===== src/req_gen_consts.svh =====
`ifndef REQ_GEN_CONSTS_SVH
`define REQ_GEN_CONSTS_SVH

// chunk and event geometry
`define CHUNK_SIZE_KB 4
// four chunks per surf
`define SURF_STEP_KB 16
`define NUM_SURFS 7
`define LAST_SURF (`NUM_SURFS - 1)
`define LAST_CHUNK 3

// field widths
`define DONE_ADDR_BITS 13
`define CHUNK_KB_BITS 9
`define ERR_HIST_BITS 27
// done address + final error + history + sticky nibble
`define CMPL_FIFO_BITS 45

// queue depths
`define CMD_FIFO_DEPTH 32
`define DONE_FIFO_DEPTH 16
`define CMPL_FIFO_DEPTH 16

// fixed datamover command fields
`define CHUNK_BTT 4096
// no realignment
`define CMD_DRR 1'b0
// tlast expected at end of each chunk
`define CMD_EOF 1'b1
`define CMD_DSA 6'b000000
// incrementing address burst
`define CMD_TYPE 1'b1

`endif


===== src/req_gen_pkg.sv =====
package req_gen_pkg;
`include "req_gen_consts.svh"

    // payload control strobes, ident is {surf[2:0], chunk[1:0]}
    typedef struct packed {
        logic       valid;
        logic       last;
        logic [4:0] ident;
    } payload_ctl_t;

    // one queued command, address bits [31:10] plus final marker
    typedef struct packed {
        logic                         final_cmd;
        logic [`DONE_ADDR_BITS-1:0]   done_addr;
        logic [`CHUNK_KB_BITS-1:0]    chunk_kb;
    } cmd_entry_t;

    // 72-bit datamover s2mm command
    typedef struct packed {
        logic [3:0]  rsvd;
        logic [3:0]  tag;
        logic [31:0] addr;
        logic        drr;
        logic        eof;
        logic [5:0]  dsa;
        logic        dtype;
        logic [22:0] btt;
    } dm_cmd_t;

    // 8-bit datamover status, ok in bit 7
    typedef struct packed {
        logic       ok;
        logic [2:0] err;
        logic [2:0] unused;
        logic       last;
    } dm_status_t;

    // 64-bit completion word
    typedef struct packed {
        logic [63-`CMPL_FIFO_BITS:0]  zero;
        logic [`DONE_ADDR_BITS-1:0]   done_addr;
        logic                         final_err;
        logic [`ERR_HIST_BITS-1:0]    err_hist;
        logic [3:0]                   sticky_err;
    } cmpl_t;

    // sticky fifo errors, bit 0 is command overflow
    typedef struct packed {
        logic done_underflow;
        logic cmpl_overflow;
        logic done_overflow;
        logic cmd_overflow;
    } fifo_err_t;

endpackage


===== src/chunk_addr_fsm.sv =====
`timescale 1ns/1ps

module chunk_addr_fsm import req_gen_pkg::*; #(
    parameter logic [6:0] BASE_ADDR_4KB = 7'd4
) (
    input  logic                       memclk,
    input  logic                       memresetn,
    input  payload_ctl_t               payload_ctl_i,
    input  logic [`DONE_ADDR_BITS-1:0] done_addr_i,
    input  logic                       done_valid_i,
    input  logic                       store_space_i,
    output cmd_entry_t                 entry_o,
    output logic                       entry_wr_o,
    output logic                       done_ready_o,
    output logic                       payload_has_space_o
);
    localparam logic [1:0] IDLE      = 2'd0;
    localparam logic [1:0] LOAD      = 2'd1;
    localparam logic [1:0] WAIT_LAST = 2'd2;
    localparam logic [1:0] INCREMENT = 2'd3;

    // base in KB, 4x the 4 KB parameter
    localparam logic [8:0] BASE_KB = {BASE_ADDR_4KB, 2'b00};

    logic [1:0] state_q;
    logic [1:0] chunk_q;
    logic [8:0] chunk_addr_q;
    logic [8:0] chunk_lookup [4];
    logic [8:0] addend_a;
    logic [8:0] addend_b;
    logic [2:0] surf;
    logic       last_beat;
    logic       last_surf;
    logic       final_cmd;

    assign surf      = payload_ctl_i.ident[4:2];
    assign last_beat = payload_ctl_i.valid && payload_ctl_i.last;
    assign last_surf = (surf == 3'(`LAST_SURF));
    assign final_cmd = last_surf && (payload_ctl_i.ident[1:0] == 2'(`LAST_CHUNK));

    // starting address of each chunk number for surf 0
    always_comb begin
        for (int i = 0; i < 4; i++) begin
            chunk_lookup[i] = BASE_KB + 9'(i * `CHUNK_SIZE_KB);
        end
    end

    ////////////////////////////////////////////////////////////////////
    // single adder: lookup in LOAD, surf step in INCREMENT
    ////////////////////////////////////////////////////////////////////
    assign addend_a = (state_q == LOAD) ? chunk_lookup[chunk_q] : chunk_addr_q;
    assign addend_b = (state_q == INCREMENT) ? 9'(`SURF_STEP_KB) : 9'd0;

    always_ff @(posedge memclk) begin
        if (state_q == LOAD || state_q == INCREMENT) begin
            chunk_addr_q <= addend_a + addend_b;
        end
    end

    always_ff @(posedge memclk) begin
        if (!memresetn) begin
            state_q <= IDLE;
            chunk_q <= 2'd0;
        end else begin
            case (state_q)
                IDLE: begin
                    // first beat of an event, remember its chunk number
                    if (payload_ctl_i.valid && done_valid_i) begin
                        chunk_q <= payload_ctl_i.ident[1:0];
                        state_q <= LOAD;
                    end
                end
                LOAD: state_q <= WAIT_LAST;
                WAIT_LAST: begin
                    if (last_beat) begin
                        if (final_cmd) begin
                            state_q <= IDLE;
                        end else if (last_surf) begin
                            // wrap back to surf 0 of the next chunk
                            chunk_q <= chunk_q + 2'd1;
                            state_q <= LOAD;
                        end else begin
                            state_q <= INCREMENT;
                        end
                    end
                end
                default: state_q <= WAIT_LAST;
            endcase
        end
    end

    // command entry goes out on the last beat of each surf chunk
    assign entry_wr_o          = (state_q == WAIT_LAST) && last_beat;
    assign entry_o.final_cmd   = final_cmd;
    assign entry_o.done_addr   = done_addr_i;
    assign entry_o.chunk_kb    = chunk_addr_q;
    // done address is consumed with the final command
    assign done_ready_o        = entry_wr_o && final_cmd;
    assign payload_has_space_o = (state_q == IDLE) && done_valid_i && store_space_i;

endmodule


===== src/dm_cmd_issue.sv =====
`timescale 1ns/1ps

module dm_cmd_issue import req_gen_pkg::*; (
    input  logic       memclk,
    input  logic       memresetn,
    input  cmd_entry_t entry_i,
    input  logic       entry_wr_i,
    input  logic       dm_cmd_ready_i,
    output dm_cmd_t    dm_cmd_o,
    output logic       dm_cmd_valid_o,
    output logic       overflow_o
);
    localparam int ENTRY_W = $bits(cmd_entry_t);

    logic [ENTRY_W-1:0] head_bits;
    cmd_entry_t         head;
    logic               cmd_rd;

    // pop on every accepted command
    assign cmd_rd = dm_cmd_valid_o && dm_cmd_ready_i;

    sync_fifo #(
        .WIDTH (ENTRY_W),
        .DEPTH (`CMD_FIFO_DEPTH)
    ) cmd_fifo_inst (
        .memclk      (memclk),
        .memresetn   (memresetn),
        .din_i       (entry_i),
        .wr_i        (entry_wr_i),
        .rd_i        (cmd_rd),
        .dout_o      (head_bits),
        .valid_o     (dm_cmd_valid_o),
        .overflow_o  (overflow_o),
        .underflow_o ()
    );

    assign head = cmd_entry_t'(head_bits);

    ////////////////////////////////////////////////////////////////////
    // expand queue head into the 72-bit command
    ////////////////////////////////////////////////////////////////////
    assign dm_cmd_o.rsvd  = 4'h0;
    // tag bit 0 marks the last chunk of the event
    assign dm_cmd_o.tag   = {3'b000, head.final_cmd};
    // chunks are KB aligned so the low 10 bits are zero
    assign dm_cmd_o.addr  = {head.done_addr, head.chunk_kb, 10'h000};
    assign dm_cmd_o.drr   = `CMD_DRR;
    assign dm_cmd_o.eof   = `CMD_EOF;
    assign dm_cmd_o.dsa   = `CMD_DSA;
    assign dm_cmd_o.dtype = `CMD_TYPE;
    assign dm_cmd_o.btt   = 23'(`CHUNK_BTT);

endmodule


===== src/dm_status_track.sv =====
`timescale 1ns/1ps

module dm_status_track import req_gen_pkg::*; (
    input  logic                       memclk,
    input  logic                       memresetn,
    input  logic [`DONE_ADDR_BITS-1:0] done_addr_i,
    input  logic                       done_wr_i,
    input  dm_status_t                 dm_status_i,
    input  logic                       dm_status_valid_i,
    input  logic                       cmpl_ready_i,
    output cmpl_t                      cmpl_o,
    output logic                       cmpl_valid_o,
    output logic                       done_overflow_o,
    output logic                       done_underflow_o,
    output logic                       cmpl_overflow_o
);
    logic [3:0]                   cur_err;
    logic                         err_any;
    logic                         last_status;
    logic [3:0]                   sticky_q;
    logic [`ERR_HIST_BITS-1:0]    hist_q;
    logic [`DONE_ADDR_BITS-1:0]   done_head;
    cmpl_t                        cmpl_in;
    logic [`CMPL_FIFO_BITS-1:0]   cmpl_head;
    logic                         cmpl_rd;

    ////////////////////////////////////////////////////////////////////
    // status decode
    ////////////////////////////////////////////////////////////////////
    // status is always accepted
    assign cur_err     = {!dm_status_i.ok, dm_status_i.err};
    assign err_any     = |cur_err;
    // last bit follows the command tag, so it marks the event's final chunk
    assign last_status = dm_status_valid_i && dm_status_i.last;

    always_ff @(posedge memclk) begin
        if (!memresetn) begin
            sticky_q <= 4'h0;
            hist_q   <= '0;
        end else if (dm_status_valid_i) begin
            // sticky errors gather over one event
            if (dm_status_i.last) begin
                sticky_q <= 4'h0;
            end else begin
                sticky_q <= sticky_q | cur_err;
            end
            // one bit per chunk, oldest falls out the bottom
            hist_q <= {err_any, hist_q[`ERR_HIST_BITS-1:1]};
        end
    end

    // done addresses wait here until the event's last status
    sync_fifo #(
        .WIDTH (`DONE_ADDR_BITS),
        .DEPTH (`DONE_FIFO_DEPTH)
    ) done_fifo_inst (
        .memclk      (memclk),
        .memresetn   (memresetn),
        .din_i       (done_addr_i),
        .wr_i        (done_wr_i),
        .rd_i        (last_status),
        .dout_o      (done_head),
        .valid_o     (),
        .overflow_o  (done_overflow_o),
        .underflow_o (done_underflow_o)
    );

    ////////////////////////////////////////////////////////////////////
    // completion word and queue
    ////////////////////////////////////////////////////////////////////
    // the final chunk rides in logic, history holds the 27 before it
    assign cmpl_in.zero       = '0;
    assign cmpl_in.done_addr  = done_head;
    assign cmpl_in.final_err  = err_any;
    assign cmpl_in.err_hist   = hist_q;
    assign cmpl_in.sticky_err = sticky_q | cur_err;

    assign cmpl_rd = cmpl_valid_o && cmpl_ready_i;

    sync_fifo #(
        .WIDTH (`CMPL_FIFO_BITS),
        .DEPTH (`CMPL_FIFO_DEPTH)
    ) cmpl_fifo_inst (
        .memclk      (memclk),
        .memresetn   (memresetn),
        .din_i       (cmpl_in[`CMPL_FIFO_BITS-1:0]),
        .wr_i        (last_status),
        .rd_i        (cmpl_rd),
        .dout_o      (cmpl_head),
        .valid_o     (cmpl_valid_o),
        .overflow_o  (cmpl_overflow_o),
        .underflow_o ()
    );

    // zero padding restored on the way out
    assign cmpl_o = cmpl_t'({{(64 - `CMPL_FIFO_BITS){1'b0}}, cmpl_head});

endmodule


===== src/event_req_gen.sv =====
`timescale 1ns/1ps

module event_req_gen import req_gen_pkg::*; #(
    parameter logic [6:0] BASE_ADDR_4KB = 7'd4
) (
    input  logic                       memclk,
    input  logic                       memresetn,
    // payload control strobes, no handshake
    input  payload_ctl_t               payload_ctl_i,
    input  logic                       store_space_i,
    output logic                       payload_has_space_o,
    // done address stream
    input  logic [`DONE_ADDR_BITS-1:0] done_addr_i,
    input  logic                       done_valid_i,
    output logic                       done_ready_o,
    // datamover command stream
    output dm_cmd_t                    dm_cmd_o,
    output logic                       dm_cmd_valid_o,
    input  logic                       dm_cmd_ready_i,
    // datamover status, always accepted
    input  dm_status_t                 dm_status_i,
    input  logic                       dm_status_valid_i,
    // completion stream
    output cmpl_t                      cmpl_o,
    output logic                       cmpl_valid_o,
    input  logic                       cmpl_ready_i,
    output fifo_err_t                  fifo_err_o
);
    cmd_entry_t entry;
    logic       entry_wr;
    fifo_err_t  err_pulse;

    ////////////////////////////////////////////////////////////////////
    // command side
    ////////////////////////////////////////////////////////////////////
    chunk_addr_fsm #(
        .BASE_ADDR_4KB (BASE_ADDR_4KB)
    ) chunk_addr_fsm_inst (
        .memclk              (memclk),
        .memresetn           (memresetn),
        .payload_ctl_i       (payload_ctl_i),
        .done_addr_i         (done_addr_i),
        .done_valid_i        (done_valid_i),
        .store_space_i       (store_space_i),
        .entry_o             (entry),
        .entry_wr_o          (entry_wr),
        .done_ready_o        (done_ready_o),
        .payload_has_space_o (payload_has_space_o)
    );

    dm_cmd_issue dm_cmd_issue_inst (
        .memclk         (memclk),
        .memresetn      (memresetn),
        .entry_i        (entry),
        .entry_wr_i     (entry_wr),
        .dm_cmd_ready_i (dm_cmd_ready_i),
        .dm_cmd_o       (dm_cmd_o),
        .dm_cmd_valid_o (dm_cmd_valid_o),
        .overflow_o     (err_pulse.cmd_overflow)
    );

    ////////////////////////////////////////////////////////////////////
    // status side
    ////////////////////////////////////////////////////////////////////
    // done address is queued together with the final command
    dm_status_track dm_status_track_inst (
        .memclk            (memclk),
        .memresetn         (memresetn),
        .done_addr_i       (done_addr_i),
        .done_wr_i         (entry_wr && entry.final_cmd),
        .dm_status_i       (dm_status_i),
        .dm_status_valid_i (dm_status_valid_i),
        .cmpl_ready_i      (cmpl_ready_i),
        .cmpl_o            (cmpl_o),
        .cmpl_valid_o      (cmpl_valid_o),
        .done_overflow_o   (err_pulse.done_overflow),
        .done_underflow_o  (err_pulse.done_underflow),
        .cmpl_overflow_o   (err_pulse.cmpl_overflow)
    );

    // sticky until reset
    always_ff @(posedge memclk) begin
        if (!memresetn) begin
            fifo_err_o <= '0;
        end else begin
            fifo_err_o <= fifo_err_o | err_pulse;
        end
    end

endmodule


===== src/sync_fifo.sv =====
`timescale 1ns/1ps

module sync_fifo #(
    parameter int WIDTH = 8,
    parameter int DEPTH = 16
) (
    input  logic             memclk,
    input  logic             memresetn,
    input  logic [WIDTH-1:0] din_i,
    input  logic             wr_i,
    input  logic             rd_i,
    output logic [WIDTH-1:0] dout_o,
    output logic             valid_o,
    output logic             overflow_o,
    output logic             underflow_o
);
    localparam int AW = (DEPTH > 1) ? $clog2(DEPTH) : 1;
    localparam int CW = $clog2(DEPTH + 1);

    logic [WIDTH-1:0] mem [DEPTH];
    logic [AW-1:0]    wr_ptr_q;
    logic [AW-1:0]    rd_ptr_q;
    logic [CW-1:0]    count_q;
    logic             full;
    logic             wr_ok;
    logic             rd_ok;

    assign full  = (count_q == CW'(DEPTH));
    // write when full is dropped, read when empty is ignored
    assign wr_ok = wr_i && !full;
    assign rd_ok = rd_i && valid_o;

    // first word falls through, head is visible as soon as count is nonzero
    assign valid_o = (count_q != '0);
    assign dout_o  = mem[rd_ptr_q];

    // storage array
    always_ff @(posedge memclk) begin
        if (wr_ok) begin
            mem[wr_ptr_q] <= din_i;
        end
    end

    always_ff @(posedge memclk) begin
        if (!memresetn) begin
            wr_ptr_q    <= '0;
            rd_ptr_q    <= '0;
            count_q     <= '0;
            overflow_o  <= 1'b0;
            underflow_o <= 1'b0;
        end else begin
            if (wr_ok) begin
                wr_ptr_q <= (wr_ptr_q == AW'(DEPTH - 1)) ? '0 : wr_ptr_q + 1'b1;
            end
            if (rd_ok) begin
                rd_ptr_q <= (rd_ptr_q == AW'(DEPTH - 1)) ? '0 : rd_ptr_q + 1'b1;
            end
            case ({wr_ok, rd_ok})
                2'b10:   count_q <= count_q + 1'b1;
                2'b01:   count_q <= count_q - 1'b1;
                default: count_q <= count_q;
            endcase
            // error flags are single-cycle pulses
            overflow_o  <= wr_i && full;
            underflow_o <= rd_i && !valid_o;
        end
    end

endmodule


===== config.mk =====
export PLATFORM = sky130hd
export DESIGN_NAME = event_req_gen
export DESIGN_NICKNAME = d
export VERILOG_FILES = /design/src/req_gen_pkg.sv /design/src/chunk_addr_fsm.sv /design/src/dm_cmd_issue.sv /design/src/dm_status_track.sv /design/src/event_req_gen.sv /design/src/sync_fifo.sv
export VERILOG_INCLUDE_DIRS = /design/src /design/src/src
export SDC_FILE = /design/constraint.sdc
export NUM_CORES = 1
export LEC_CHECK = 0
export BUFFER_PORTS_ARGS = -buffer_cell sky130_fd_sc_hd__buf_4
export CAP_MARGIN = 20
export CORE_UTILIZATION = 60
export DETAILED_ROUTE_END_ITERATION = 12
export PLACE_DENSITY = 0.83
export REMOVE_ABC_BUFFERS = 1
export SYNTH_ARGS = -nofsm -noshare
export SYNTH_HDL_FRONTEND = slang
export SYNTH_SLANG_ARGS = --single-unit

===== constraint.sdc =====
create_clock -name memclk -period 6.7 [get_ports memclk]
set_input_delay 0.335 -clock memclk [delete_from_list [all_inputs] [get_ports memclk]]
set_output_delay 0.335 -clock memclk [all_outputs]
set_load 0.01 [all_outputs]

---- After elaboration in Yosys (flattened, before gate mapping) ----
Memory sizes are Yosys's and may differ from the RTL's. A register that Yosys moved wholly into a read port is not among the register bits.
Cells that the tools add are included.
word-level totals
  register bits after elaboration ......... 94
  memory bits (writable) .................. 1664
  output and inout bits ................... 144
  memories kept ........................... 3
cells by class
  add/sub/neg operators ................... 14
  order comparisons ....................... 1
  equal/unequal tests ..................... 24
  muxes and demuxes ....................... 37
  bitwise operators ....................... 3
  reductions and logical operators ........ 37
memories
  memory                                   depth  width  rd ports  clocked after memory_dff  wr ports  line             RTL
  dm_cmd_issue_inst.cmd_fifo_inst.mem      32     23     1         1                         1         sync_fifo.sv:20  logic [WIDTH-1:0] mem [DEPTH];
  dm_status_track_inst.cmpl_fifo_inst.mem  16     45     1         1                         1         sync_fifo.sv:20
  dm_status_track_inst.done_fifo_inst.mem  16     13     1         1                         1         sync_fifo.sv:20
operator list
  operator                                                                  count
  4-bit two-way mux                                                         9
  9-bit two-way mux                                                         3
  5-bit two-way mux                                                         5
  5-bit by 1-bit adder with 5-bit output (second input constant)            4
  5-bit == test (second input constant)                                     4
  1-bit logical AND                                                         20
  5-bit one-hot mux with 2 select lines                                     2
  9-bit binary-select mux with 2-bit select                                 1
  4-bit by 1-bit adder with 4-bit output (second input constant)            4
  4-bit == test (second input constant)                                     4
  2-bit two-way mux                                                         8
  2-bit == test (second input constant)                                     6
  6-bit one-hot mux with 2 select lines                                     1
  5-bit nonzero test                                                        2
  5-bit by 1-bit subtractor with 5-bit output (second input constant)       2
  9-bit adder                                                               1
  2-bit by 1-bit == test with 1-bit output (second input constant)          4
  4-bit OR                                                                  2
  2-bit one-hot mux with 2 select lines                                     2
  2-bit nonzero test                                                        4
  6-bit by 1-bit adder with 6-bit output (second input constant)            1
  6-bit == test (second input constant)                                     1
  1-bit two-way mux                                                         6
  2-bit by 1-bit inequality test with 1-bit output (second input constant)  3
  13 further kinds                                                          17

---- Depth between registers and ports, before layout ----
  depth after elaboration ................. 6
  gate-level depth with buffers ........... 14
  gate-level depth less buffers ........... 11

---- By module ----
Synthesis repeated with hierarchy kept, for this count alone.
unflattened totals
  cells, all modules ...................... 3206
  area, all modules ....................... 68871.1 sq um
modules (own cells, without submodules)
  module                                            instances  cells each  area an instance (sq um)  seq. area each (sq um)
  sync_fifo at dm_cmd_issue_inst.cmd_fifo_inst      1          1242        29301.9                   22561.6
  sync_fifo at dm_status_track_inst.cmpl_fifo_inst  1          1239        28004.4                   22001.1
  sync_fifo at dm_status_track_inst.done_fifo_inst  1          460         8956.1                    6626.4
  dm_status_track                                   1          129         1381.3                    620.6
  chunk_addr_fsm                                    1          75          729.4                     290.3
  dm_cmd_issue                                      1          52          381.6                     0.0
  event_req_gen                                     1          9           116.4                     80.1

---- Worst setup path after synthesis ----
Ideal clock, no wire load.
  path type ............................... input port to flip-flop
  from .................................... input dm_status_valid_i
  to ...................................... memory dm_status_track_inst.cmpl_fifo_inst.mem[0][0] (netlist bit) (enable)
  setup time .............................. 0.503 ns
  arrival ................................. 4.318 ns
  required time ........................... 6.197 ns
  slack ................................... 1.879 ns
  stages .................................. 6
  cells stage by stage .................... clkbuf_1 > nand2_1 > a21oi_1 > clkbuf_1 > nand2_1 > nor3_1
on the way
  cells in the longest elaborated chain, start to end .. 4
RTL lines
  item                                     line                   RTL
  start, declared                          event_req_gen.sv:22    input logic dm_status_valid_i,
  1-bit logical AND                        dm_status_track.sv:34  assign last_status = dm_status_valid_i && dm_status_i.last;
  1-bit logical AND                        sync_fifo.sv:30        assign wr_ok = wr_i && !full;
  1-bit two-way mux                        sync_fifo.sv:39        if (wr_ok) begin
  1-bit two-way mux (implied by the code)  sync_fifo.sv:40        mem[wr_ptr_q] <= din_i;
  end, declared                            sync_fifo.sv:20
Every way passes these cells.

==> flow_metrics.tcl <==
set metrics [dict create \
    status "finished clean" \
    gp_congestion 0.776 \
    endpoint_kind "primary output" \
    ys_seq_elements 1705 \
    rows 121 \
    syn_inst 2918 \
    synth_fa_ha_area_share_pct 0.580 \
    io_buffers 105 \
    drt.antenna.violating_nets 0 \
    fin_setup_tns_ns 0 \
    antenna_found_initial 4 \
    final.min_clock_period_ns 4.42 \
    ctsResizeCount 0 \
    ir_worst_vdd_v 0.000298 \
    gr-total-overflow 0 \
    start_kind "flip-flop" \
    grt_use_total_pct 28.8 \
    path_class "reg -> out" \
    core_mm2 0.109 \
    fin_util_pct 68.0 \
    grt_pass1_wl_um 227000 \
    area_delta_synth_final_pct 12.2 \
    die_h_um 334 \
    dr.pass1.iters 5 \
    async_flop_share_pct 0 \
    dp_hpwl_um 75600 \
    wirelength_um 158000 \
    cts-root-buf "clkbuf_16" \
    cp_max_fo 100 \
    cts_setup_buffers 0 \
    die-area_mm2 0.111 \
    yosys.area_share.simple_pct 2.12 \
    synth_xor_area_share_pct 0.239 \
    synth-edff-count 1607 \
    ys_warn_count 0 \
    syn_area_mm2 0.0660 \
    nNetsFinal 3174 \
    drive_gt1_share_pct 30.7 \
    yosysUniqueCellTypes 63 \
    viasPerCell 6.72 \
    via_count 31300 \
    clock_sinks 1705 \
    synthMuxAreaShare_pct 18.0 \
    clkTransAtPathRegs_ns 0.06 \
    fmaxAchievable_mhz 226 \
    setup_ws_ns 2.28 \
    tightest_slew_ns 1.18 \
    io_pins 179 \
    ys.flop_type "edfxtp_1" \
    hold_viol 0 \
    leakage_nw 22.9 \
    insertion_delay_ns 0.81 \
    hp-class "in -> reg" \
    setup_violations 0 \
    wl_per_cell_um 33.9 \
    drtIter0Drc 4015 \
    start_util_pct 60.6 \
    drc_errors 0 \
    power.density_mw_per_mm2 313 \
    final_common_cell "edfxtp_1" \
    slew_viol_final 0 \
    final_cell_mix "1607 x edfxtp_1, 500 x mux4_2, 159 x clkbuf_16" \
    finalCritPeriodShare_pct 66.0 \
    grt_pass1_vias 33300 \
    dp_slack_ns 2.56 \
    synth_compound_area_share_pct 1.03 \
    cts_buffers 159 \
    synth.avg_cell_area_um2 22.6 \
    maxCapViolCount 0 \
    yosysSeqAreaShare_pct 76.1 \
    grt_max_degree 181 \
    relSlewSlack_pct 21.6 \
    die_w_um 334 \
    holdWs_ns 0.0416 \
    worst_ep_required_time_ns 6.36 \
    clock_path_buffers 3 \
    cts_tree "yes" \
    synth_top_family_by_area "multiplexers" \
    htreeDepth 4 \
    fin_skew_ns 0.0288 \
    cp.arrival_ns 4.09 \
    rsz0062_at_grt "false" \
]
[power by group]
group          total (W)  leakage (nW)  internal (W)  switching [W]
combinational    0.00215          4.92       0.00113        0.00102
sequential        0.0118          15.4        0.0116       0.000159
clock            0.00922          2.57       0.00515        0.00407
[final timing paths]
check,cells after the start,from,end,slack [ns]
hold / removal,3,done_valid_i,chunk_addr_fsm_inst.state_q[0]$_SDFFE_PN0P_,0.04
setup / recovery,5,flip-flop,dm_cmd_o[56],2.28
setup reg to reg,5,dm_status_track_inst.cmpl_fifo_inst.count_q[0]$_SDFFE_PN0P_,dm_status_track_inst.cmpl_fifo_inst.mem[6][44]$_DFFE_PP_,3.14
hold reg to reg,1,dm_cmd_issue_inst.cmd_fifo_inst.overflow_o$_SDFF_PN0_,fifo_err_o[0]$_SDFF_PN0_,0.44
[final cells by class]
class | instances | area [um2]
Sequential cell | 1705 | 50300
Fill cell | 6070 | 34800
Multi-Input combinational cell | 1042 | 15100
Clock buffer | 188 | 4130
Tap cell | 1414 | 1770
Timing Repair Buffer | 179 | 1560
Clock inverter | 106 | 1140
Inverter | 22 | 82.6
Antenna cell | 3 | 7.51
[registers in the layout, summed over array words and instances (netlist names), 2 cells and up, named ones only]
register	count
chunk_addr_fsm_inst.chunk_addr_q	7
chunk_addr_fsm_inst.chunk_q	2
chunk_addr_fsm_inst.state_q	2
dm_cmd_issue_inst.cmd_fifo_inst.count_q	6
dm_cmd_issue_inst.cmd_fifo_inst.mem	672
dm_cmd_issue_inst.cmd_fifo_inst.rd_ptr_q	5
dm_cmd_issue_inst.cmd_fifo_inst.wr_ptr_q	5
dm_status_track_inst.cmpl_fifo_inst.count_q	5
dm_status_track_inst.cmpl_fifo_inst.mem	720
dm_status_track_inst.cmpl_fifo_inst.rd_ptr_q	4
dm_status_track_inst.cmpl_fifo_inst.wr_ptr_q	4
dm_status_track_inst.done_fifo_inst.count_q	5
dm_status_track_inst.done_fifo_inst.mem	208
dm_status_track_inst.done_fifo_inst.rd_ptr_q	4
dm_status_track_inst.done_fifo_inst.wr_ptr_q	4
dm_status_track_inst.hist_q	27
dm_status_track_inst.sticky_q	4
fifo_err_o	4
[worst max-delay path, stage by stage, from the launching register on]
cell and delay, ns:
dfxtp_4 0.85, buf_12 0.62, mux4_2 0.63, mux4_2 0.53, mux2_2 0.33, buf_4 0.16
[per-stage QoR]
stage                     total power (W)  cell area, um2  instances
after floorplan                    0.0138           65100       2769
after global placement             0.0140           68400       4332
after detailed placement           0.0141           68400       4334
after CTS                          0.0233           73900       4651
after global routing               0.0237           74000       4658
final                              0.0232           74000       4659
[kinds of logic after synthesis]
family / Yosys count
simple gates: 266
fa+ha+maj: 30
xor+xnor: 18
buf+inv: 239
other cells: 2
flops: 1705
mux: 558
compound gates: 100
[cell usage after synthesis (5+ instances only)]
cell      instances  share of area (%)
edfxtp_1       1607                 73
mux4_2          500                 17
dfxtp_1          98                3.0
clkbuf_1         90               0.51
buf_4            80               0.91
nor2_1           76               0.43
nor2b_1          48               0.46
nand2_1          45               0.26
mux2i_1          37               0.56
ha_1             29               0.55
a21oi_1          28               0.21
buf_1            24               0.14
inv_1            21               0.12
mux2_2           21               0.36
a21boi_0         19               0.22
buf_2            19               0.14
nor3_1           15               0.11
o21ai_0          14               0.11
and2_1           12               0.11
nand3_1          12              0.091
nand2b_1         10              0.095
xnor2_1          10               0.13
o21a_1            8              0.091
or3_1             8              0.076
xor2_1            8               0.11
a31oi_1           6              0.057
nand3b_1          6              0.068
or2_2             5              0.047
or4_1             5              0.057
[timing repair]
item,in CTS,in global routing
setup endpoints to repair,0,0
endpoints found under the hold margin,473,0
hold buffers,23,0
[layer usage]
layer  up-vias  GRT usage, %  part of all wire, %
met1     16400          34.1                   33
li1      12400             -                    -
met3       467          4.84                  8.1
met4         2          13.0                  4.4
met2      2014          51.8                   55
met5         -             0               0.0082
Note: power is estimated with default switching activity, not from simulation.
